<file path="src/design/ldst_macros.svh">
`ifndef LDST_MACROS_SVH
`define LDST_MACROS_SVH

// Data path and address width
`define LDST_DATA_W 32

// Word address bits of the internal memory, 64 words
`define LDST_MEM_AW 6

// Cycles from the accept edge to the response
`define LDST_PIPE_DEPTH 3

`endif
</file>
<file path="src/design/ldst_rsp_pkg.sv">
`include "ldst_macros.svh"

package ldst_rsp_pkg;

	// Which unit issued the request
	typedef enum logic {
		LDST_OWN_EXE    = 1'b0,	// Execution unit
		LDST_OWN_EXCEPT = 1'b1	// Exception unit
	} ldst_owner_e;

	// Response from the result stage, routed by owner
	typedef struct packed {
		ldst_owner_e              owner;
		logic                     fault;	// Misaligned access
		logic [`LDST_DATA_W-1:0] data;	// Zero-extended load data
	} ldst_rsp_t;

endpackage

</file>
<file path="src/design/ldst_req_pkg.sv">
`include "ldst_macros.svh"

package ldst_req_pkg;

	// Access size, same encoding as the core bus
	typedef enum logic [1:0] {
		LDST_BYTE = 2'b00,
		LDST_HALF = 2'b01,
		LDST_WORD = 2'b10,
		LDST_NONE = 2'b11
	} ldst_order_e;

	// Request as presented by a requester
	typedef struct packed {
		ldst_order_e              order;
		logic                     rw;	// 1 = write
		logic [`LDST_DATA_W-1:0] addr;
		logic [`LDST_DATA_W-1:0] data;
	} ldst_req_t;

	// Request after decode, ready for the memory stage
	typedef struct packed {
		ldst_rsp_pkg::ldst_owner_e  owner;
		logic                       rw;
		ldst_order_e                order;
		logic [1:0]                 lo;	// Byte offset in the word
		logic [`LDST_MEM_AW-1:0]    word_idx;
		logic [`LDST_DATA_W/8-1:0] be;	// Byte enables, zero on fault or none
		logic [`LDST_DATA_W-1:0]   wdata;	// Store data on its lanes
		logic                       fault;
	} ldst_access_t;

endpackage

</file>
<file path="src/design/ldst_subsystem.sv">
`timescale 1ns/100ps
`default_nettype none
`include "ldst_macros.svh"

module ldst_subsystem
	import ldst_req_pkg::*;
	import ldst_rsp_pkg::*;
(
	input  logic                     clock,
	input  logic                     rst_n,
	input  logic                     use_sel,
	input  logic                     exe_req,
	input  ldst_req_t                exe_cmd,
	output logic                     exe_busy,
	output logic                     exe_valid,
	output logic                     exe_fault,
	output logic [`LDST_DATA_W-1:0] exe_data,
	input  logic                     except_req,
	input  ldst_req_t                except_cmd,
	output logic                     except_busy,
	output logic                     except_valid,
	output logic [`LDST_DATA_W-1:0] except_data
);

	logic                    acc_req;
	ldst_req_t               acc_cmd;
	ldst_owner_e             acc_owner;
	logic                    mem_busy;
	logic                    dec_valid;
	ldst_access_t            dec_acc;
	logic                    ex_valid;	// Execute stage out
	ldst_access_t            ex_acc;
	logic [`LDST_DATA_W-1:0] rd_word;
	logic                    rsp_valid;
	ldst_rsp_t               rsp;

	ldst_pipe_arbiter u_arbiter (
		.clock        (clock),
		.rst_n        (rst_n),
		.use_sel      (use_sel),
		.exe_req      (exe_req),
		.exe_cmd      (exe_cmd),
		.exe_busy     (exe_busy),
		.exe_valid    (exe_valid),
		.exe_fault    (exe_fault),
		.exe_data     (exe_data),
		.except_req   (except_req),
		.except_cmd   (except_cmd),
		.except_busy  (except_busy),
		.except_valid (except_valid),
		.except_data  (except_data),
		.acc_req      (acc_req),
		.acc_cmd      (acc_cmd),
		.acc_owner    (acc_owner),
		.mem_busy     (mem_busy),
		.rsp_valid    (rsp_valid),
		.rsp          (rsp)
	);

	ldst_decode u_decode (
		.clock     (clock),
		.rst_n     (rst_n),
		.acc_req   (acc_req),
		.acc_cmd   (acc_cmd),
		.acc_owner (acc_owner),
		.mem_busy  (mem_busy),
		.dec_valid (dec_valid),
		.dec_acc   (dec_acc)
	);

	ldst_execute u_execute (
		.clock     (clock),
		.rst_n     (rst_n),
		.dec_valid (dec_valid),
		.dec_acc   (dec_acc),
		.mem_busy  (mem_busy),
		.exe_valid (ex_valid),
		.exe_acc   (ex_acc),
		.rd_word   (rd_word)
	);

	ldst_result u_result (
		.clock     (clock),
		.rst_n     (rst_n),
		.exe_valid (ex_valid),
		.exe_acc   (ex_acc),
		.rd_word   (rd_word),
		.rsp_valid (rsp_valid),
		.rsp       (rsp)
	);

endmodule

`default_nettype wire

</file>
<file path="src/design/ldst_result.sv">
`timescale 1ns/100ps
`default_nettype none
`include "ldst_macros.svh"

module ldst_result
	import ldst_req_pkg::*;
	import ldst_rsp_pkg::*;
(
	input  logic                     clock,
	input  logic                     rst_n,
	input  logic                     exe_valid,
	input  ldst_access_t             exe_acc,
	input  logic [`LDST_DATA_W-1:0] rd_word,
	output logic                     rsp_valid,
	output ldst_rsp_t                rsp
);

	logic [`LDST_DATA_W-1:0] shifted;
	logic [`LDST_DATA_W-1:0] ld_data;

	// Bring the addressed lane down to bit 0
	assign shifted = rd_word >> {exe_acc.lo, 3'b000};

	always_comb begin
		case (exe_acc.order)
			LDST_BYTE: ld_data = {{(`LDST_DATA_W-8){1'b0}}, shifted[7:0]};
			LDST_HALF: ld_data = {{(`LDST_DATA_W-16){1'b0}}, shifted[15:0]};
			LDST_WORD: ld_data = shifted;
			default:   ld_data = '0;	// None
		endcase

		// Stores and faults return nothing
		if (exe_acc.rw || exe_acc.fault)
			ld_data = '0;
	end

	always_ff @(posedge clock or negedge rst_n) begin
		if (!rst_n)
			rsp_valid <= 1'b0;
		else
			rsp_valid <= exe_valid;
	end

	always_ff @(posedge clock) begin
		if (exe_valid) begin
			rsp.owner <= exe_acc.owner;
			rsp.fault <= exe_acc.fault;
			rsp.data  <= ld_data;
		end
	end

	a_fault_zero: assert property (
		@(posedge clock) disable iff (!rst_n)
		(rsp_valid && rsp.fault) |-> (rsp.data == '0)
	) else $error("Fault response with nonzero data");

endmodule

`default_nettype wire

</file>
<file path="src/design/ldst_execute.sv">
`timescale 1ns/100ps
`default_nettype none
`include "ldst_macros.svh"

module ldst_execute
	import ldst_req_pkg::*;
(
	input  logic                     clock,
	input  logic                     rst_n,
	input  logic                     dec_valid,
	input  ldst_access_t             dec_acc,
	output logic                     mem_busy,
	output logic                     exe_valid,
	output ldst_access_t             exe_acc,
	output logic [`LDST_DATA_W-1:0] rd_word
);

	localparam int LANES = `LDST_DATA_W / 8;
	localparam int DEPTH = 1 << `LDST_MEM_AW;

	logic [`LDST_DATA_W-1:0] mem [DEPTH];

	logic [`LDST_MEM_AW-1:0] clr_idx;
	logic                    clr_active;	// Sweep running

	assign mem_busy = clr_active;

	// Clear sweep, one word per cycle after reset
	always_ff @(posedge clock or negedge rst_n) begin
		if (!rst_n) begin
			clr_active <= 1'b1;
			clr_idx    <= '0;
		end else if (clr_active) begin
			clr_idx <= clr_idx + 1'b1;
			if (&clr_idx)
				clr_active <= 1'b0;	// Last word done
		end
	end

	// Memory port
	always_ff @(posedge clock) begin
		if (clr_active) begin
			mem[clr_idx] <= '0;
		end else if (dec_valid) begin
			if (dec_acc.rw) begin
				for (int i = 0; i < LANES; i++) begin
					if (dec_acc.be[i])
						mem[dec_acc.word_idx][8*i +: 8] <= dec_acc.wdata[8*i +: 8];
				end
			end
			rd_word <= mem[dec_acc.word_idx];	// Old data on a write, unused then
		end
	end

	always_ff @(posedge clock or negedge rst_n) begin
		if (!rst_n)
			exe_valid <= 1'b0;
		else
			exe_valid <= dec_valid;
	end

	always_ff @(posedge clock) begin
		if (dec_valid)
			exe_acc <= dec_acc;
	end

endmodule

`default_nettype wire

</file>
<file path="src/design/ldst_decode.sv">
`timescale 1ns/100ps
`default_nettype none
`include "ldst_macros.svh"

module ldst_decode
	import ldst_req_pkg::*;
	import ldst_rsp_pkg::*;
(
	input  logic         clock,
	input  logic         rst_n,
	input  logic         acc_req,
	input  ldst_req_t    acc_cmd,
	input  ldst_owner_e  acc_owner,
	input  logic         mem_busy,
	output logic         dec_valid,
	output ldst_access_t dec_acc
);

	ldst_access_t acc_next;
	logic         accept;

	assign accept = acc_req && !mem_busy;

	always_comb begin
		acc_next          = '0;
		acc_next.owner    = acc_owner;
		acc_next.rw       = acc_cmd.rw;
		acc_next.order    = acc_cmd.order;
		acc_next.lo       = acc_cmd.addr[1:0];
		acc_next.word_idx = acc_cmd.addr[`LDST_MEM_AW+1:2];
		acc_next.wdata    = acc_cmd.data << {acc_cmd.addr[1:0], 3'b000};	// Onto lanes

		case (acc_cmd.order)
			LDST_BYTE: begin
				acc_next.be = 4'b0001 << acc_cmd.addr[1:0];
			end
			LDST_HALF: begin
				acc_next.fault = acc_cmd.addr[0];	// Odd address
				acc_next.be    = 4'b0011 << acc_cmd.addr[1:0];
			end
			LDST_WORD: begin
				acc_next.fault = |acc_cmd.addr[1:0];
				acc_next.be    = 4'b1111;
			end
			default: acc_next.be = '0;	// None touches no lanes
		endcase

		// Faulting access must not write
		if (acc_next.fault)
			acc_next.be = '0;
	end

	always_ff @(posedge clock or negedge rst_n) begin
		if (!rst_n)
			dec_valid <= 1'b0;
		else
			dec_valid <= accept;
	end

	always_ff @(posedge clock) begin
		if (accept)
			dec_acc <= acc_next;
	end

	// Memory clear must block the pipe entry
	a_no_accept_busy: assert property (
		@(posedge clock) disable iff (!rst_n)
		mem_busy |=> !dec_valid
	) else $error("Request decoded during memory clear");

endmodule

`default_nettype wire

</file>
<file path="src/design/ldst_pipe_arbiter.sv">
`timescale 1ns/100ps
`default_nettype none
`include "ldst_macros.svh"

module ldst_pipe_arbiter
	import ldst_req_pkg::*;
	import ldst_rsp_pkg::*;
(
	input  logic                     clock,
	input  logic                     rst_n,
	input  logic                     use_sel,	// 0 execution, 1 exception
	// Execution unit
	input  logic                     exe_req,
	input  ldst_req_t                exe_cmd,
	output logic                     exe_busy,
	output logic                     exe_valid,
	output logic                     exe_fault,
	output logic [`LDST_DATA_W-1:0] exe_data,
	// Exception unit
	input  logic                     except_req,
	input  ldst_req_t                except_cmd,
	output logic                     except_busy,
	output logic                     except_valid,
	output logic [`LDST_DATA_W-1:0] except_data,
	// Pipeline side
	output logic                     acc_req,
	output ldst_req_t                acc_cmd,
	output ldst_owner_e              acc_owner,
	input  logic                     mem_busy,
	input  logic                     rsp_valid,
	input  ldst_rsp_t                rsp
);

	// Request mux on the selector
	assign acc_req   = use_sel ? except_req : exe_req;
	assign acc_cmd   = use_sel ? except_cmd : exe_cmd;
	assign acc_owner = use_sel ? LDST_OWN_EXCEPT : LDST_OWN_EXE;

	// Idle side always sees busy
	assign exe_busy    = use_sel ? 1'b1 : mem_busy;
	assign except_busy = use_sel ? mem_busy : 1'b1;

	// Responses follow the owner tag, not use_sel, so a switch mid-flight is safe
	assign exe_valid    = rsp_valid && (rsp.owner == LDST_OWN_EXE);
	assign except_valid = rsp_valid && (rsp.owner == LDST_OWN_EXCEPT);
	assign exe_fault    = exe_valid && rsp.fault;	// Exception side has no fault
	assign exe_data     = rsp.data;
	assign except_data  = rsp.data;

	a_one_owner: assert property (
		@(posedge clock) disable iff (!rst_n)
		!(exe_valid && except_valid)
	) else $error("Response driven to both requesters");

	// Every accepted request comes back to its owner after the full pipe
	a_rsp_latency: assert property (
		@(posedge clock) disable iff (!rst_n)
		(acc_req && !mem_busy) |-> ##(`LDST_PIPE_DEPTH)
			(rsp_valid && rsp.owner == $past(acc_owner, `LDST_PIPE_DEPTH))
	) else $error("Response missing or misrouted");

endmodule

`default_nettype wire

</file>
<file path="config.mk">
export PLATFORM = sky130hd
export DESIGN_NAME = ldst_subsystem
export DESIGN_NICKNAME = d
export VERILOG_FILES = /design/src/design/ldst_rsp_pkg.sv /design/src/design/ldst_req_pkg.sv /design/src/design/ldst_subsystem.sv /design/src/design/ldst_result.sv /design/src/design/ldst_execute.sv /design/src/design/ldst_decode.sv /design/src/design/ldst_pipe_arbiter.sv
export VERILOG_INCLUDE_DIRS = /design/src /design/src/design
export SDC_FILE = /design/constraint.sdc
export NUM_CORES = 2
export LEC_CHECK = 0
export ABC_CLOCK_PERIOD_IN_PS = 5100
export BUFFER_PORTS_ARGS = -buffer_cell sky130_fd_sc_hd__buf_4
export CORE_MARGIN = 5
export CORE_UTILIZATION = 50
export CTS_BUF_LIST = sky130_fd_sc_hd__clkbuf_2
export CTS_CLUSTER_DIAMETER = 30
export DETAILED_ROUTE_END_ITERATION = 12
export PLACE_DENSITY = 0.76
export RECOVER_POWER = 100
export SYNTH_ARGS = -nofsm -noshare
export SYNTH_HDL_FRONTEND = slang
export SYNTH_SLANG_ARGS = --single-unit
</file>
<file path="constraint.sdc">
create_clock -name clock -period 5.1 [get_ports clock]
set_clock_uncertainty 0.15 [all_clocks]
set_input_delay 0.51 -clock clock [delete_from_list [all_inputs] [get_ports clock]]
set_output_delay 0.51 -clock clock [all_outputs]
set_load 0.005 [all_outputs]
</file>
# Yosys cells after proc, flatten, opt, wreduce, memory -nomap -nowiden
# Memories as Yosys holds them, arrays and structs flattened. A register that Yosys moved wholly into a read port is not among the register bits.
# Cells that the tools add are included.
# W data, S select, Z words.
[word_totals]
ff_bits = 100
ramBits = 2048
inputBits = 139
out_inout_bits = 69
elab_cells = 80
memories = 1
[mem_list]
columns = ["memory", "depth", "width", "read_ports", "rd_clocked_by_memory_dff", "wr", "line", "text"]
rows = [
  ["u_execute.mem", 64, 32, 1, 1, 1, "ldst_execute.sv:21", "logic [`LDST_DATA_W-1:0] mem [DEPTH];"],
]
[op_classes]
n_addsub = 1
n_eq_ne = 4
shifts = 4
muxes = 35
n_bitwise = 2
n_reduce_logical = 12
[ops]
columns = ["op", "count"]
rows = [
  ["$pmux W32 S3", 1],
  ["$mux W67", 1],
  ["$mux W32", 1],
  ["$reduce_or A32 Y1", 1],
  ["$shl A32 B5 Y32", 1],
  ["$shr A32 B5 Y32", 1],
  ["$mux W1", 28],
  ["$pmux W4 S3", 1],
  ["$add A6 B1 Y6 const B", 1],
  ["$mux W6", 1],
  ["$reduce_and A6 Y1", 1],
  ["$eq A2 B1 Y1 const B", 2],
  ["$eq A2 B2 Y1 const B", 2],
  ["$logic_and A1 B1 Y1", 4],
  ["$logic_not A2 Y1", 2],
  ["$mux W4", 1],
  ["$shl A1 B2 Y4 const A", 1],
  ["$shl A2 B2 Y4 const A", 1],
  ["$not A1 Y1", 2],
  ["$pmux W1 S2", 1],
  ["$reduce_and A2 Y1", 1],
  ["$reduce_or A2 Y1", 1],
  ["$logic_not A1 Y1", 1],
  ["$logic_or A1 B1 Y1", 1],
]

# Longest topological paths before layout
[logic_depth]
word_depth = 7
depth_mapped = 10
depth_no_buf = 7

# By module
# From an unflattened synthesis, not the netlist that was laid out.
[hier_totals]
cells_unflattened = 4119
hier_area_um2 = 87913.1
[modules_own_cells]
columns = ["module", "instances", "cells_per_inst", "area_each_um2", "seq_area_each_um2"]
rows = [
  ["ldst_execute", 1, 3690, 82246.4, 64132.8],
  ["ldst_decode", 1, 153, 2253.4, 1496.4],
  ["ldst_result", 1, 130, 1724.2, 1046.0],
  ["ldst_pipe_arbiter", 1, 146, 1689.1, 0.0],
]

# Worst setup path before layout
# OpenSTA, ideal clock, no wires.
[synth_timing]
path_kind = "input port to flip-flop"
startpoint = "in use_sel"
endpoint = "reg u_decode.dec_acc[0] (netlist name)"
setup_time_ns = 0.457
arrival_ns = 3.617
t_required_ns = 4.493
setup_slack_ns = 0.876
stages = 5
n_path_buf = 3
cell_sequence = "buf_2 > buf_1 > buf_1 > mux2i_1 > nor2_1"
[synth_between]
elab_chain_len = 2
[synth_rtl]
columns = ["item", "line", "text"]
rows = [
  ["start: declaration", "ldst_subsystem.sv:11", "input logic use_sel,"],
  ["$mux W1", "ldst_pipe_arbiter.sv:35", "assign acc_req = use_sel ? except_req : exe_req;"],
  ["$logic_and A1 B1 Y1", "ldst_decode.sv:22", "assign accept = acc_req && !mem_busy;"],
  ["net u_decode.accept", "ldst_decode.sv:20", "logic accept;"],
]
# The timed path passes the listed nets, and every way through them passes these cells.
# A chain may end at the register's enable or synchronous reset.

# Final worst setup path
[layout_timing]
startpoint = "reg u_execute.clr_active (netlist: u_execute.mem_busy)"
endpoint = "mem u_execute.mem[42][2] in the netlist's numbering, enable pin"
[layout_between]
elab_chain_len = 4
[layout_rtl]
columns = ["item", "line", "text"]
rows = [
  ["start: declaration", "ldst_execute.sv:24", "logic clr_active;"],
  ["start signal: assignment", "ldst_execute.sv:31", "clr_active <= 1'b1;"],
  ["start signal: assignment", "ldst_execute.sv:36", "clr_active <= 1'b0;"],
  ["$mux W1", "ldst_execute.sv:42", "if (clr_active) begin"],
  ["$mux W1 (implied by the code)", "ldst_execute.sv:48", "mem[dec_acc.word_idx][8*i +: 8] <= dec_acc.wdata[8*i +: 8];"],
  ["$reduce_or A32 Y1 (no source line)", "n/a", ""],
  ["$mux W6 (no source line) / $mux W4 (equally long branches)", "n/a", ""],
  ["end: declaration", "ldst_execute.sv:21", ""],
]
# Several ways; a longest one is shown, not always the timed one.

==> qor.yml <==
cts_tree: "built"
gp_congestion: 0.8540
layout_setup_ws_ns: -0.1224
drc: 0
wl_um: 229200
rsz0062_at_grt: "no"
die_y_um: 426.7
ant_nets: 0
grt_pass1_wl_um: 332600
grt_pass1_vias: 50610
clock_latency_ns: 1.82
clock-sinks: 2180
maxCapViolations: 15
tns_ns: -2.749
hp-class: "in -> reg"
synth_area_um2: 86820
wl_per_cell_um: 29.08
min_path_cells: 3
reg2reg_depth: 5
final_cell_area_um2: 97220
holdCritStartpoint: "use_sel"
start_kind: "register"
clk_pin_slew_worst_paths_ns: 0.12
ctsRootBufferMaster: "clkbuf_2"
end_kind: "register"
yosys_most_used_dff: "edfxtp_1"
synth_top_area_cell: "edfxtp_1"
placed_cell_area_um2: 90640
io_pins: 208
ys_ff_latch: 2180
overflow: 0
drive_gt1_frac: 0.2866
slowest_stage: "mux2i_1"
synth_seq_area_share: 0.7535
status: "finished with violations"
vias: 49160
powerDensity_nw_per_um2: 362.9
slew_violations: 414
synthArstFlopShare: 0.004587
required_ns: 6.27
place_ws_ns: 0.7740
crit_arrival_ns: 6.39
dp.cells: 6733
fin_cells: 7880
layout-area-overhead-vs-synth_pct: 11.99
r2r-start: "u_execute.mem_busy"
crit_cells: 5
cts_max_path_buffers: 4
drt_iter0_drc: 6462
critPathTopFamily: "multiplexers"
violations: "capacitance limit, slew limit, setup timing"
path_cells: "nor3_4, mux2i_1, clkbuf_1, or2_2, nor2_1"
yosysTopAreaCellShare: 0.7506
avgSynthCellArea_um2: 19.64
syn_inst: 4421
grt_max_degree: 114
die_x_um: 426.7
viasPerCell: 6.239
fmax_ghz: 0.1915
post-route-period-util: 1.024
numCtsBuffers: 540
nFillCells: 12750
worst_pin_slew_ns: 2.515
start_util: 0.5011
fin_worst_hold_slack_ns: 0.1542
hold_viol: 0
crit_path_max_fanout: 21
fin_util: 0.5612
irDropWorstVdd_mv: 0.2660
rows: 153
ys_warn_count: 0
path_class: "reg -> reg"
synth.area.top_cells: "edfxtp_1 (75%), mux4_2 (12%), mux2i_1 (2.6%)"
first_pass_iters: 6
synth-edff-count: 2170
final_nets: 5339
syn_nets: 4564
period_needed_ns: 5.222
p_total_mw: 35.29
htreeDepth: 6
p_leak_nw: 27.85
dp_hpwl_um: 132000
finalSetupViolCount: 48
die-area_um2: 182100
startpoint: "u_execute.mem_busy"
antenna_found_initial: 12
synth.distinct_cells: 67
core_area_um2: 173200
slew_headroom: -0.7243
cp_num_buf_inv: 1
slowest_delay_ns: 2.01
placement.io_buffers: 159
grt_util_all_layers: 0.2512
## path summary, 6_finish.rpt
kind	end	slack (ns)
min reg2reg	u_execute.exe_acc[45]	0.22
min	u_decode.dec_acc[48]	0.15
min in group asynchronous	u_decode.dec_valid	0.50
max	u_execute.mem[42][2]	-0.12
max in group asynchronous	u_result.rsp_valid	3.81
max reg2reg	u_execute.mem[42][2]	-0.12
## area by class of cell
cell class / count / area (um^2) / area share
inverters: 7 / 28.78 / 0.0002960
diodes: 10 / 25.02 / 0.0002574
flip-flops and latches: 2180 / 65410 / 0.6728
clock buffers: 760 / 3804 / 0.03912
well taps: 2325 / 2909 / 0.02992
multi-input cells: 1868 / 19370 / 0.1992
clock inverters: 131 / 875.8 / 0.009008
repair buffers: 599 / 4800 / 0.04937
## what timing repair did
item / in CTS / in global routing
setup endpoints to repair: 0 / 2
resized for setup: 0 / 0
endpoints found under the hold margin: 109 / 1
buffers inserted: 0 / 0
hold buffers: 243 / 1
## synth_stat cells, drive strengths merged, types with 7 or more instances
master,number
mux2i,222
dfrtp,9
a21o,9
a31oi,38
nor2b,47
mux4,456
nand2,132
nand2b,8
o311ai,15
or2,19
buf,249
edfxtp,2170
o22ai,115
nand3,36
o21ai,34
a211oi,53
clkbuf,117
and3,11
nor2,281
o211a,7
a2bb2oi,18
a22oi,47
or3b,15
o211ai,9
nor4,23
and2,44
o22a,23
or3,10
a21oi,40
nor3,102
mux2,20
## flip-flops by register name, summed over array words and instances, names as in the netlist
name                 flops
u_decode.dec_acc        49
u_decode.dec_valid       1
u_execute.clr_idx        6
u_execute.exe_acc        7
u_execute.exe_valid      1
u_execute.mem         2048
u_execute.mem_busy       1
u_execute.rd_word       32
u_result.rsp            34
u_result.rsp_valid       1
## logic make-up (layout without fill, tap and decap cells)
| family | Yosys count | count (layout) | synth area share |
|---|---|---|---|
| simple gates | 744 | 744 | 0.04086 |
| compound gates | 417 | 417 | 0.03302 |
| xor+xnor | 5 | 5 | 0.0005044 |
| buf+inv | 373 | 1497 | 0.02511 |
| other cells | 0 | 10 | 0 |
| flops | 2180 | 2180 | 0.7535 |
| mux | 698 | 698 | 0.1465 |
| fa+ha+maj | 4 | 4 | 0.0005765 |
## tightest hold or removal path, stage by stage
cell	delay, ns
dlygate4sd3_1	0.54
dlygate4sd3_1	0.57
buf_4	0.23
## metal layers
metal	share of wire	GRT usage
met5	0.000052	0.0002688
met4	0.058	0.1365
met3	0.12	0.07300
met2	0.48	0.3980
met1	0.34	0.3153
## layout by cell type, fill, tap and decap left out, types with 21 or more instances in the layout
cell / instances
clkinv_1: 84
nand3_1: 36
nand2_1: 130
edfxtp_1: 2170
mux2i_1: 220
nor3_1: 101
clkbuf_2: 780
nor4_1: 22
clkbuf_1: 105
o22ai_1: 115
a31oi_1: 30
nor2_1: 279
o21ai_0: 32
clkbuf_4: 59
mux4_2: 456
o22a_1: 23
nor2b_1: 45
clkinv_2: 21
dlygate4sd3_1: 242
buf_4: 161
a22oi_1: 47
a211oi_1: 53
a21oi_1: 37
## power breakdown
group / switching, mW / internal [mW]
Combinational: 2.27 / 1.25
Sequential: 0.218 / 20.1
Clock: 6.83 / 4.63
No activity file was read; power rests on OpenSTA's default activity.
